File: src/verilog/ldpc_settings.svh
`ifndef LDPC_SETTINGS_SVH
`define LDPC_SETTINGS_SVH

// lifting size, bits per block
`define LDPC_ZC         2

// information columns of the base graph
`define LDPC_KB         10

// double-diagonal core, one parity block per row
`define LDPC_CORE_ROWS  4

// extension rows actually built
`define LDPC_EXT_ROWS   12

`define LDPC_MSG_BITS   (`LDPC_KB * `LDPC_ZC)

// the first two info blocks are punctured from the codeword
`define LDPC_CW_BITS    ((`LDPC_KB - 2 + `LDPC_CORE_ROWS + `LDPC_EXT_ROWS) * `LDPC_ZC)

`endif

File: src/verilog/ldpc_pkg.sv
`default_nettype none
`include "ldpc_settings.svh"

package ldpc_pkg;

    typedef logic [`LDPC_ZC-1:0] block_t;
    typedef logic signed [3:0]   shift_t;   // -1 marks an all-zero block

    typedef block_t [`LDPC_KB-1:0]        msg_blocks_t;
    typedef block_t [`LDPC_CORE_ROWS-1:0] core_blocks_t;
    typedef block_t [`LDPC_CORE_ROWS-1:0] core_syn_t;
    typedef block_t [`LDPC_EXT_ROWS-1:0]  ext_blocks_t;

    // ascending so the tables read left to right like the base graph
    typedef shift_t [0:`LDPC_KB-1]        msg_shifts_t;
    typedef shift_t [0:`LDPC_CORE_ROWS-1] core_shifts_t;

    localparam shift_t SHIFT_NONE = -1;

    localparam msg_shifts_t A_SHIFTS [`LDPC_CORE_ROWS] = '{
        '{ 1,  1,  0,  0, -1, -1,  1, -1, -1,  1},
        '{ 1, -1, -1,  0,  1,  1,  0,  0,  0,  0},
        '{ 1,  0, -1,  0,  0, -1, -1, -1,  0, -1},
        '{-1,  0,  0, -1,  0,  0,  1,  0,  0,  0}
    };

    localparam msg_shifts_t C1_SHIFTS [`LDPC_EXT_ROWS] = '{
        '{ 1,  0, -1, -1, -1, -1, -1, -1, -1, -1},
        '{ 1,  1, -1, -1, -1,  0, -1,  1, -1, -1},
        '{ 1, -1, -1, -1, -1,  0, -1,  1, -1,  0},
        '{-1,  1, -1, -1, -1,  1, -1,  0, -1, -1},
        '{ 0,  0, -1, -1, -1, -1, -1, -1, -1, -1},
        '{-1,  1, -1, -1, -1, -1, -1, -1,  1, -1},
        '{ 1,  1, -1, -1, -1, -1,  0,  1, -1, -1},
        '{ 1, -1, -1, -1, -1, -1, -1,  0, -1,  0},
        '{-1,  1, -1,  1, -1, -1, -1, -1, -1, -1},
        '{ 1,  0, -1, -1, -1, -1, -1, -1,  0, -1},
        '{-1,  1, -1, -1, -1, -1,  1, -1, -1, -1},
        '{ 1, -1, -1, -1, -1, -1, -1, -1, -1, -1}
    };

    // columns are pa0..pa3
    localparam core_shifts_t D_SHIFTS [`LDPC_EXT_ROWS] = '{
        '{-1,  1, -1, -1},
        '{-1,  1, -1, -1},
        '{-1,  0, -1, -1},
        '{-1,  1, -1,  0},
        '{-1, -1,  0, -1},
        '{ 1,  1, -1, -1},
        '{-1, -1, -1, -1},  // row 6 has no pa term
        '{-1, -1, -1,  0},
        '{-1,  0, -1, -1},
        '{-1, -1, -1,  0},
        '{-1,  1, -1,  0},
        '{ 1,  1, -1, -1}
    };

endpackage

`default_nettype wire

File: src/verilog/ldpc_stage_if.sv
`default_nettype none

// one encoded item handed from the syndrome stage to the parity stage
interface ldpc_stage_if
    import ldpc_pkg::*;
();

    logic        valid;     // single-cycle strobe
    msg_blocks_t info;      // registered message
    core_syn_t   lambda;    // core syndromes from A
    ext_blocks_t ext_part;  // C1 * message, D term still missing

    modport producer (
        output valid,
        output info,
        output lambda,
        output ext_part
    );

    modport consumer (
        input valid,
        input info,
        input lambda,
        input ext_part
    );

endinterface

`default_nettype wire

File: src/verilog/info_syndrome_stage.sv
`default_nettype none
`include "ldpc_settings.svh"

// first pipeline stage: message register, lambda and C1 partial products
module info_syndrome_stage
    import ldpc_pkg::*;
(
    input  logic           CLK,
    input  logic           RST,
    input  logic           start,
    input  msg_blocks_t    message,
    ldpc_stage_if.producer stage
);

    core_syn_t   lambda_c;  // A * message
    ext_blocks_t c1_part;   // C1 * message

    // core syndromes, one per core row
    for (genvar r = 0; r < `LDPC_CORE_ROWS; r++) begin : g_a_row
        qc_row_product #(
            .blocks_t   (msg_blocks_t),
            .shifts_t   (msg_shifts_t),
            .N_COLS     (`LDPC_KB),
            .ROW_SHIFTS (A_SHIFTS[r])
        ) u_row (
            .blocks  (message),
            .product (lambda_c[r])
        );
    end

    // info half of every extension row
    for (genvar r = 0; r < `LDPC_EXT_ROWS; r++) begin : g_c1_row
        qc_row_product #(
            .blocks_t   (msg_blocks_t),
            .shifts_t   (msg_shifts_t),
            .N_COLS     (`LDPC_KB),
            .ROW_SHIFTS (C1_SHIFTS[r])
        ) u_row (
            .blocks  (message),
            .product (c1_part[r])
        );
    end

    always_ff @(posedge CLK or negedge RST) begin
        if (!RST) begin
            stage.valid <= 1'b0;
        end else begin
            stage.valid <= start;
        end
    end

    // payload only moves on a start strobe
    always_ff @(posedge CLK) begin
        if (start) begin
            stage.info     <= message;
            stage.lambda   <= lambda_c;
            stage.ext_part <= c1_part;
        end
    end

endmodule

`default_nettype wire

File: src/verilog/ldpc_encoder_top.sv
`default_nettype none
`include "ldpc_settings.svh"

// two-stage QC-LDPC encoder, result two cycles after start
module ldpc_encoder_top (
    input  logic                      CLK,
    input  logic                      RST,
    input  logic                      start,
    input  logic [`LDPC_MSG_BITS-1:0] message,
    output logic                      done,
    output logic [`LDPC_CW_BITS-1:0]  codeword
);

    ldpc_stage_if stage_bus ();

    info_syndrome_stage u_info_stage (
        .CLK     (CLK),
        .RST     (RST),
        .start   (start),
        .message (message),
        .stage   (stage_bus.producer)
    );

    parity_stage u_parity_stage (
        .CLK      (CLK),
        .RST      (RST),
        .stage    (stage_bus.consumer),
        .done     (done),
        .codeword (codeword)
    );

endmodule

`default_nettype wire

File: src/verilog/parity_stage.sv
`default_nettype none
`include "ldpc_settings.svh"

// second pipeline stage: core parity solve, extension parity, output register
module parity_stage
    import ldpc_pkg::*;
(
    input  logic                     CLK,
    input  logic                     RST,
    ldpc_stage_if.consumer           stage,
    output logic                     done,
    output logic [`LDPC_CW_BITS-1:0] codeword
);

    block_t       lam_sum;  // xor of all four syndromes
    core_blocks_t pa;       // core parity blocks
    ext_blocks_t  d_part;   // D * pa per extension row
    ext_blocks_t  pc;       // extension parity blocks

    // double-diagonal solve for this graph
    always_comb begin
        lam_sum = stage.lambda[0] ^ stage.lambda[1] ^ stage.lambda[2] ^ stage.lambda[3];

        // rotate left by one
        pa[0] = {lam_sum[`LDPC_ZC-2:0], lam_sum[`LDPC_ZC-1]};
        pa[1] = pa[0] ^ stage.lambda[0];
        pa[3] = pa[0] ^ stage.lambda[3];
        pa[2] = pa[1] ^ stage.lambda[1];
    end

    // parity half of every extension row
    for (genvar r = 0; r < `LDPC_EXT_ROWS; r++) begin : g_d_row
        qc_row_product #(
            .blocks_t   (core_blocks_t),
            .shifts_t   (core_shifts_t),
            .N_COLS     (`LDPC_CORE_ROWS),
            .ROW_SHIFTS (D_SHIFTS[r])
        ) u_row (
            .blocks  (pa),
            .product (d_part[r])
        );
    end

    assign pc = stage.ext_part ^ d_part;

    always_ff @(posedge CLK or negedge RST) begin
        if (!RST) begin
            done     <= 1'b0;
            codeword <= '0;
        end else begin
            done <= stage.valid;
            if (stage.valid) begin
                // info blocks 0 and 1 are punctured
                codeword <= {pc, pa, stage.info[`LDPC_KB-1:2]};
            end
        end
    end

endmodule

`default_nettype wire

File: src/verilog/qc_row_product.sv
`default_nettype none
`include "ldpc_settings.svh"

// one base-graph row applied to a vector of lifted blocks
module qc_row_product
    import ldpc_pkg::*;
#(
    parameter type     blocks_t   = msg_blocks_t,
    parameter type     shifts_t   = msg_shifts_t,
    parameter int      N_COLS     = `LDPC_KB,
    parameter shifts_t ROW_SHIFTS = '0
) (
    input  blocks_t blocks,
    output block_t  product
);

    always_comb begin
        block_t rot;

        product = '0;
        for (int c = 0; c < N_COLS; c++) begin
            rot = '0;
            if (ROW_SHIFTS[c] != SHIFT_NONE) begin
                // bit m takes source bit (m + s) mod zc
                for (int m = 0; m < `LDPC_ZC; m++) begin
                    rot[m] = blocks[c][(m + ROW_SHIFTS[c]) % `LDPC_ZC];
                end
            end
            product ^= rot;
        end
    end

endmodule

`default_nettype wire
File: config.mk
export PLATFORM = sky130hd
export DESIGN_NAME = ldpc_encoder_top
export DESIGN_NICKNAME = d
export VERILOG_FILES = /design/src/verilog/ldpc_pkg.sv /design/src/verilog/ldpc_stage_if.sv /design/src/verilog/info_syndrome_stage.sv /design/src/verilog/ldpc_encoder_top.sv /design/src/verilog/parity_stage.sv /design/src/verilog/qc_row_product.sv
export VERILOG_INCLUDE_DIRS = /design/src /design/src/verilog
export SDC_FILE = /design/constraint.sdc
export NUM_CORES = 1
export LEC_CHECK = 0
export BUFFER_PORTS_ARGS = -buffer_cell sky130_fd_sc_hd__buf_2
export CELL_PAD_IN_SITES_DETAIL_PLACEMENT = 2
export CELL_PAD_IN_SITES_GLOBAL_PLACEMENT = 2
export CORE_ASPECT_RATIO = 1.1
export CORE_MARGIN = 2
export CORE_UTILIZATION = 39
export CTS_BUF_LIST = sky130_fd_sc_hd__clkbuf_16
export DETAILED_ROUTE_END_ITERATION = 7
export GPL_TIMING_DRIVEN = 0
export PLACE_DENSITY = 0.88
export SLEW_MARGIN = 10
export SYNTH_ARGS = -nofsm -noshare
export SYNTH_HDL_FRONTEND = slang
export SYNTH_SLANG_ARGS = --single-unit
File: constraint.sdc
create_clock -name CLK -period 2.6 [get_ports CLK]
set_input_delay 0.52 -clock CLK [delete_from_list [all_inputs] [get_ports CLK]]
set_output_delay 0.52 -clock CLK [all_outputs]
set_load 0.01 [all_outputs]
## Word-level counts from Yosys, hierarchy flattened

Cells that the tools add are included.

- Bitwise logic cells: 48

Operators by type and width:

| cell | number |
|---|---|
| $xor A2 B2 Y2 | 47 |
| $xor A24 B24 Y24 | 1 |

- Output and inout bits: 49
- Bits in registers: 98
- Bits of input ports: 23

## Logic depth before layout (Yosys ltp)

- Word-level depth: 7
- Mapped depth: 6
- Mapped depth without buffers: 4

## Modules after synthesis

A second synthesis with hierarchy kept.

- Cell total of the unflattened synthesis: 325
- Area, all modules: 4787.1 um^2

By module, submodules not included:

| module | area each (um^2) | sequential area each (um^2) | cells each | instances |
|---|---|---|---|---|
| parity_stage | 2165.8 | 1226.2 | 169 | 1 |
| info_syndrome_stage | 1586.5 | 1586.5 | 53 | 1 |
| qc_row_product at u_info_stage.g_a_row[1].u_row ... | 122.6 | 0.0 | 14 | 2 |
| qc_row_product at u_info_stage.g_c1_row[1].u_row ... | 52.6 | 0.0 | 6 | 3 |
| qc_row_product at u_info_stage.g_c1_row[0].u_row ... | 17.5 | 0.0 | 2 | 9 |
| qc_row_product at u_info_stage.g_c1_row[3].u_row ... | 47.5 | 0.0 | 2 | 3 |
| qc_row_product at u_info_stage.g_c1_row[11].u_row ... | 15.0 | 0.0 | 2 | 8 |
| qc_row_product at u_info_stage.g_a_row[0].u_row | 112.6 | 0.0 | 8 | 1 |
| qc_row_product at u_info_stage.g_a_row[2].u_row | 80.1 | 0.0 | 6 | 1 |
| qc_row_product at u_parity_stage.g_d_row[6].u_row | 18.8 | 0.0 | 3 | 1 |

## Worst setup path before layout

No wires, ideal clock.

- Path kind: register to register
- From: register u_info_stage.stage.lambda[3]
- To: register u_parity_stage.codeword[31]
- Arrival time: 1.764 ns
- Clock period less this slack: 1.844 ns
- Slack: 0.756 ns
- Cell stages (with the launch flop): 6
- Setup time: 0.080 ns
- Path buffers: 1
- Path through: edfxtp_1 xnor2_1 xor3_1 buf_6 xnor3_1 mux2i_1

- Longest elaborated chain between the ends: 6

RTL lines:

| item | RTL line | text |
|---|---|---|
| start: declaration | ldpc_stage_if.sv:16 | `output lambda,` |
| start signal: assignment | info_syndrome_stage.sv:56 | `stage.lambda <= lambda_c;` |
| $xor A2 B2 Y2 (3 in a row) | parity_stage.sv:22 | `lam_sum = stage.lambda[0] ^ stage.lambda[1] ^ stage.lambda[2] ^ stage.lambda[3];` |
| $xor A2 B2 Y2 | parity_stage.sv:26 | `pa[1] = pa[0] ^ stage.lambda[0];` |
| $xor A2 B2 Y2 | qc_row_product.sv:29 | `product ^= rot;` |
| $xor A24 B24 Y24 | parity_stage.sv:44 | `assign pc = stage.ext_part ^ d_part;` |
| end signal: assignment | parity_stage.sv:54 | `` codeword <= {pc, pa, stage.info[`LDPC_KB-1:2]}; `` |
| end: declaration | parity_stage.sv:12 | `` output logic [`LDPC_CW_BITS-1:0] codeword `` |

No other way between the ends.
A chain may end at the register's enable or synchronous reset.

## Worst setup path in the final report

Ends and elaborated chain as after synthesis.

==> results.cfg <==
[run_status]
outcome = completed

[placement]
globalplace.congestion = 0.7674
dp.cells = 494
hpwl_mm = 7.747
port_buffers = 69

[global_route]
grtUsageMet1_pct = 24.96
grt_pass1_vias = 2778
globalRouteTotalUtil_pct = 20.79
gr-total-overflow = 0
antenna_found_initial = 0
grt_most_used_layer = met2
grt_pass1_wl_mm = 17.39
grt_max_degree = 51
use_met3_pct = 2.471
grt_use_met2_pct = 37.63

[clock_tree]
cts_root_buf = clkbuf_16
clk_pin_slew_worst_paths_ps = 70
cts.sinks = 98
cts_setup_buffers = 0
insertion_delay_ps = 340
cts-resized-gates = 0
clockBufferDepth = 2
hold_buffers = 0
cts_buffers = 9
cts_tree = yes
htree_levels = 3

[synthesis]
syn_nets = 305
synthesis.area_sq_mm = 0.004239
ys_warn_count = 0
ys_ff_latch = 98
ys_seq_area_share_pct = 63.52
syn_area_per_cell_sq_um = 15.03
yosysUniqueCellTypes = 16
synthCells = 282

[power]
ir_drop_mv = 0.4698
p_per_area_mw_per_mm2 = 1169
clkPwrFrac_pct = 24.6
combPwrFrac_pct = 37.6
power.leakage_nw = 2.068
pwr-share-seq_pct = 37.8
swShare_pct = 32.40
power.switching_mw = 1.929
p_int_mw = 4.024

[drt]
vias = 2423
wirelength_mm = 11.24
drt_iter0_drc = 109
wire_per_inst_um = 22.03
ant_nets = 0
drc = 0
firstDrtPassIters = 4
viasPerCell = 4.751

[worst_setup_path]
critPathMaxFanout = 9
cp-start-kind = flop
cpPeakStageDelay_ps = 520
critPathCaptureType = flop
path_cells = xnor2_1 > xor3_1 > buf_6 > xnor3_1 > mux2i_1
crit_path_top_delay_cell = xnor2_1
crit_arrival_ps = 2550
crit_type = flop to flop
cp_top_family = XOR/XNOR gates
required_ps = 2850
path_buf_inv = 1

[sta]
clock.fmax_mhz = 434.1
period_share_pct = 88.59
rsz0062_at_grt = false
hold_violations = 0
slew_viol_final = 0
period_minus_slack_ps = 2303
setup_tns_ps = 0
skew_ps = 8.077
setup_violations = 0
worstMarginPinSlew_ps = 1173
relSlewSlack_pct = 21.81

[floorplan]
ios = 72
die_area_sq_mm = 0.01172
rows = 39
die_h_um = 113.3
core_area_sq_mm = 0.01049
initial_core_util_pct = 40.41
dieWidth_um = 103.4

[final_layout]
n_antenna_cell = 0
fill_cells = 1038
drive_gt1_share_pct = 30.25
fin_util_pct = 48.55
fin_cells = 510
nets = 385
layout_common_cells = 71 x xnor2_1, 68 x buf_2, 50 x dfrtp_1
mostFrequentLayoutCell = xnor2_1
area_growth_pct = 20.16

[run]
cap_violations = 0

[min_path]
hold_path_class = input pin to async pin
[sequential cells by signal, indices dropped and copies added (netlist names)]
signal / flops
u_info_stage.stage.ext_part: 24
u_info_stage.stage.info: 16
u_info_stage.stage.lambda: 8
u_info_stage.stage.valid: 1
u_parity_stage.codeword: 48
u_parity_stage.done: 1
[area by class of cell]
| cell class | count | area, sq um | share of cell area, % |
|---|---|---|---|
| Multi-Input combinational cell | 163 | 1453 | 28.52 |
| Sequential cell | 98 | 2693 | 52.86 |
| Inverter | 6 | 22.52 | 0.4422 |
| Clock buffer | 10 | 250.2 | 4.913 |
| Buffer | 15 | 71.32 | 1.400 |
| Clock inverter | 6 | 77.57 | 1.523 |
| Tap cell | 143 | 178.9 | 3.513 |
| Timing Repair Buffer | 69 | 347.8 | 6.829 |
[path summary, 6_finish.rpt]
check / startpoint / end / slack, ps / cells after the start
setup reg to reg: u_info_stage.stage.lambda[3]$_DFFE_PP_ / u_parity_stage.codeword[31]$_DFFE_PN0P_ / 300 / 5
setup / recovery: u_info_stage.stage.lambda[3]$_DFFE_PP_ / u_parity_stage.codeword[31]$_DFFE_PN0P_ / 300 / 5
hold / removal: RST / u_parity_stage.codeword[1]$_DFFE_PN0P_ / 210 / 1
min in group CLK: message[5] / u_info_stage.stage.info[5]$_DFFE_PP_ / 380 / 1
max in group asynchronous: RST / u_parity_stage.codeword[28]$_DFFE_PN0P_ / 1960 / 1
hold reg to reg: u_info_stage.stage.valid$_DFF_PN0_ / u_parity_stage.done$_DFF_PN0_ / 380 / 0
[cell usage after synthesis, drive strengths merged]
master | number | area share [%]
a21oi | 20 | 2.4
buf | 5 | 0.80
clkbuf | 10 | 0.89
dfrtp | 50 | 30
edfxtp | 48 | 34
inv | 6 | 0.53
mux2 | 24 | 6.4
mux2i | 4 | 0.94
nor2 | 20 | 1.8
xnor2 | 71 | 15
xnor3 | 4 | 2.1
xor2 | 15 | 3.1
xor3 | 5 | 2.9
[per-layer routing]
layer / share of wire [%] / vias to the layer above
met3: 2.7 / 10
li1: - / 1105
met2: 55 / 52
met4: 2.0 / 0
met5: 0 / -
met1: 40 / 1256
[stage by stage]
stage / hold slack, ps / cell area (sq um) / total power [mW] / worst slack (ps)
CTS: 374.7 / 5091 / 6.044 / 246.3
detailed placement: 358.9 / 4763 / 4.517 / 351.9
finish: 209.3 / 5094 / 5.953 / 296.6
global placement: 368.2 / 4763 / 4.327 / 611.3
global route: 255.3 / 5094 / 6.266 / 225.9
floorplan: 224.4 / 4239 / 3.717 / 755.9
[power by group through the flow]
| stage | Clock (mW) | Sequential, mW | Combinational, mW |
|---|---|---|---|
| floorplan | 0 | 2.35 | 1.36 |
| global placement | 0 | 2.24 | 2.09 |
| detailed placement | 0 | 2.28 | 2.23 |
| CTS | 1.49 | 2.26 | 2.29 |
| global route | 1.55 | 2.30 | 2.41 |
| finish | 1.46 | 2.25 | 2.24 |
[kinds of logic (layout without fill, tap and decap cells)]
group	count (synthesis)	after routing	share of synthesized area, %
compound gates	20	20	2.361
mux	28	28	7.320
flops	98	98	63.52
xor+xnor	95	95	22.82
simple gates	20	20	1.771
buf+inv	21	106	2.214
Power figures use the tool's default switching activity.
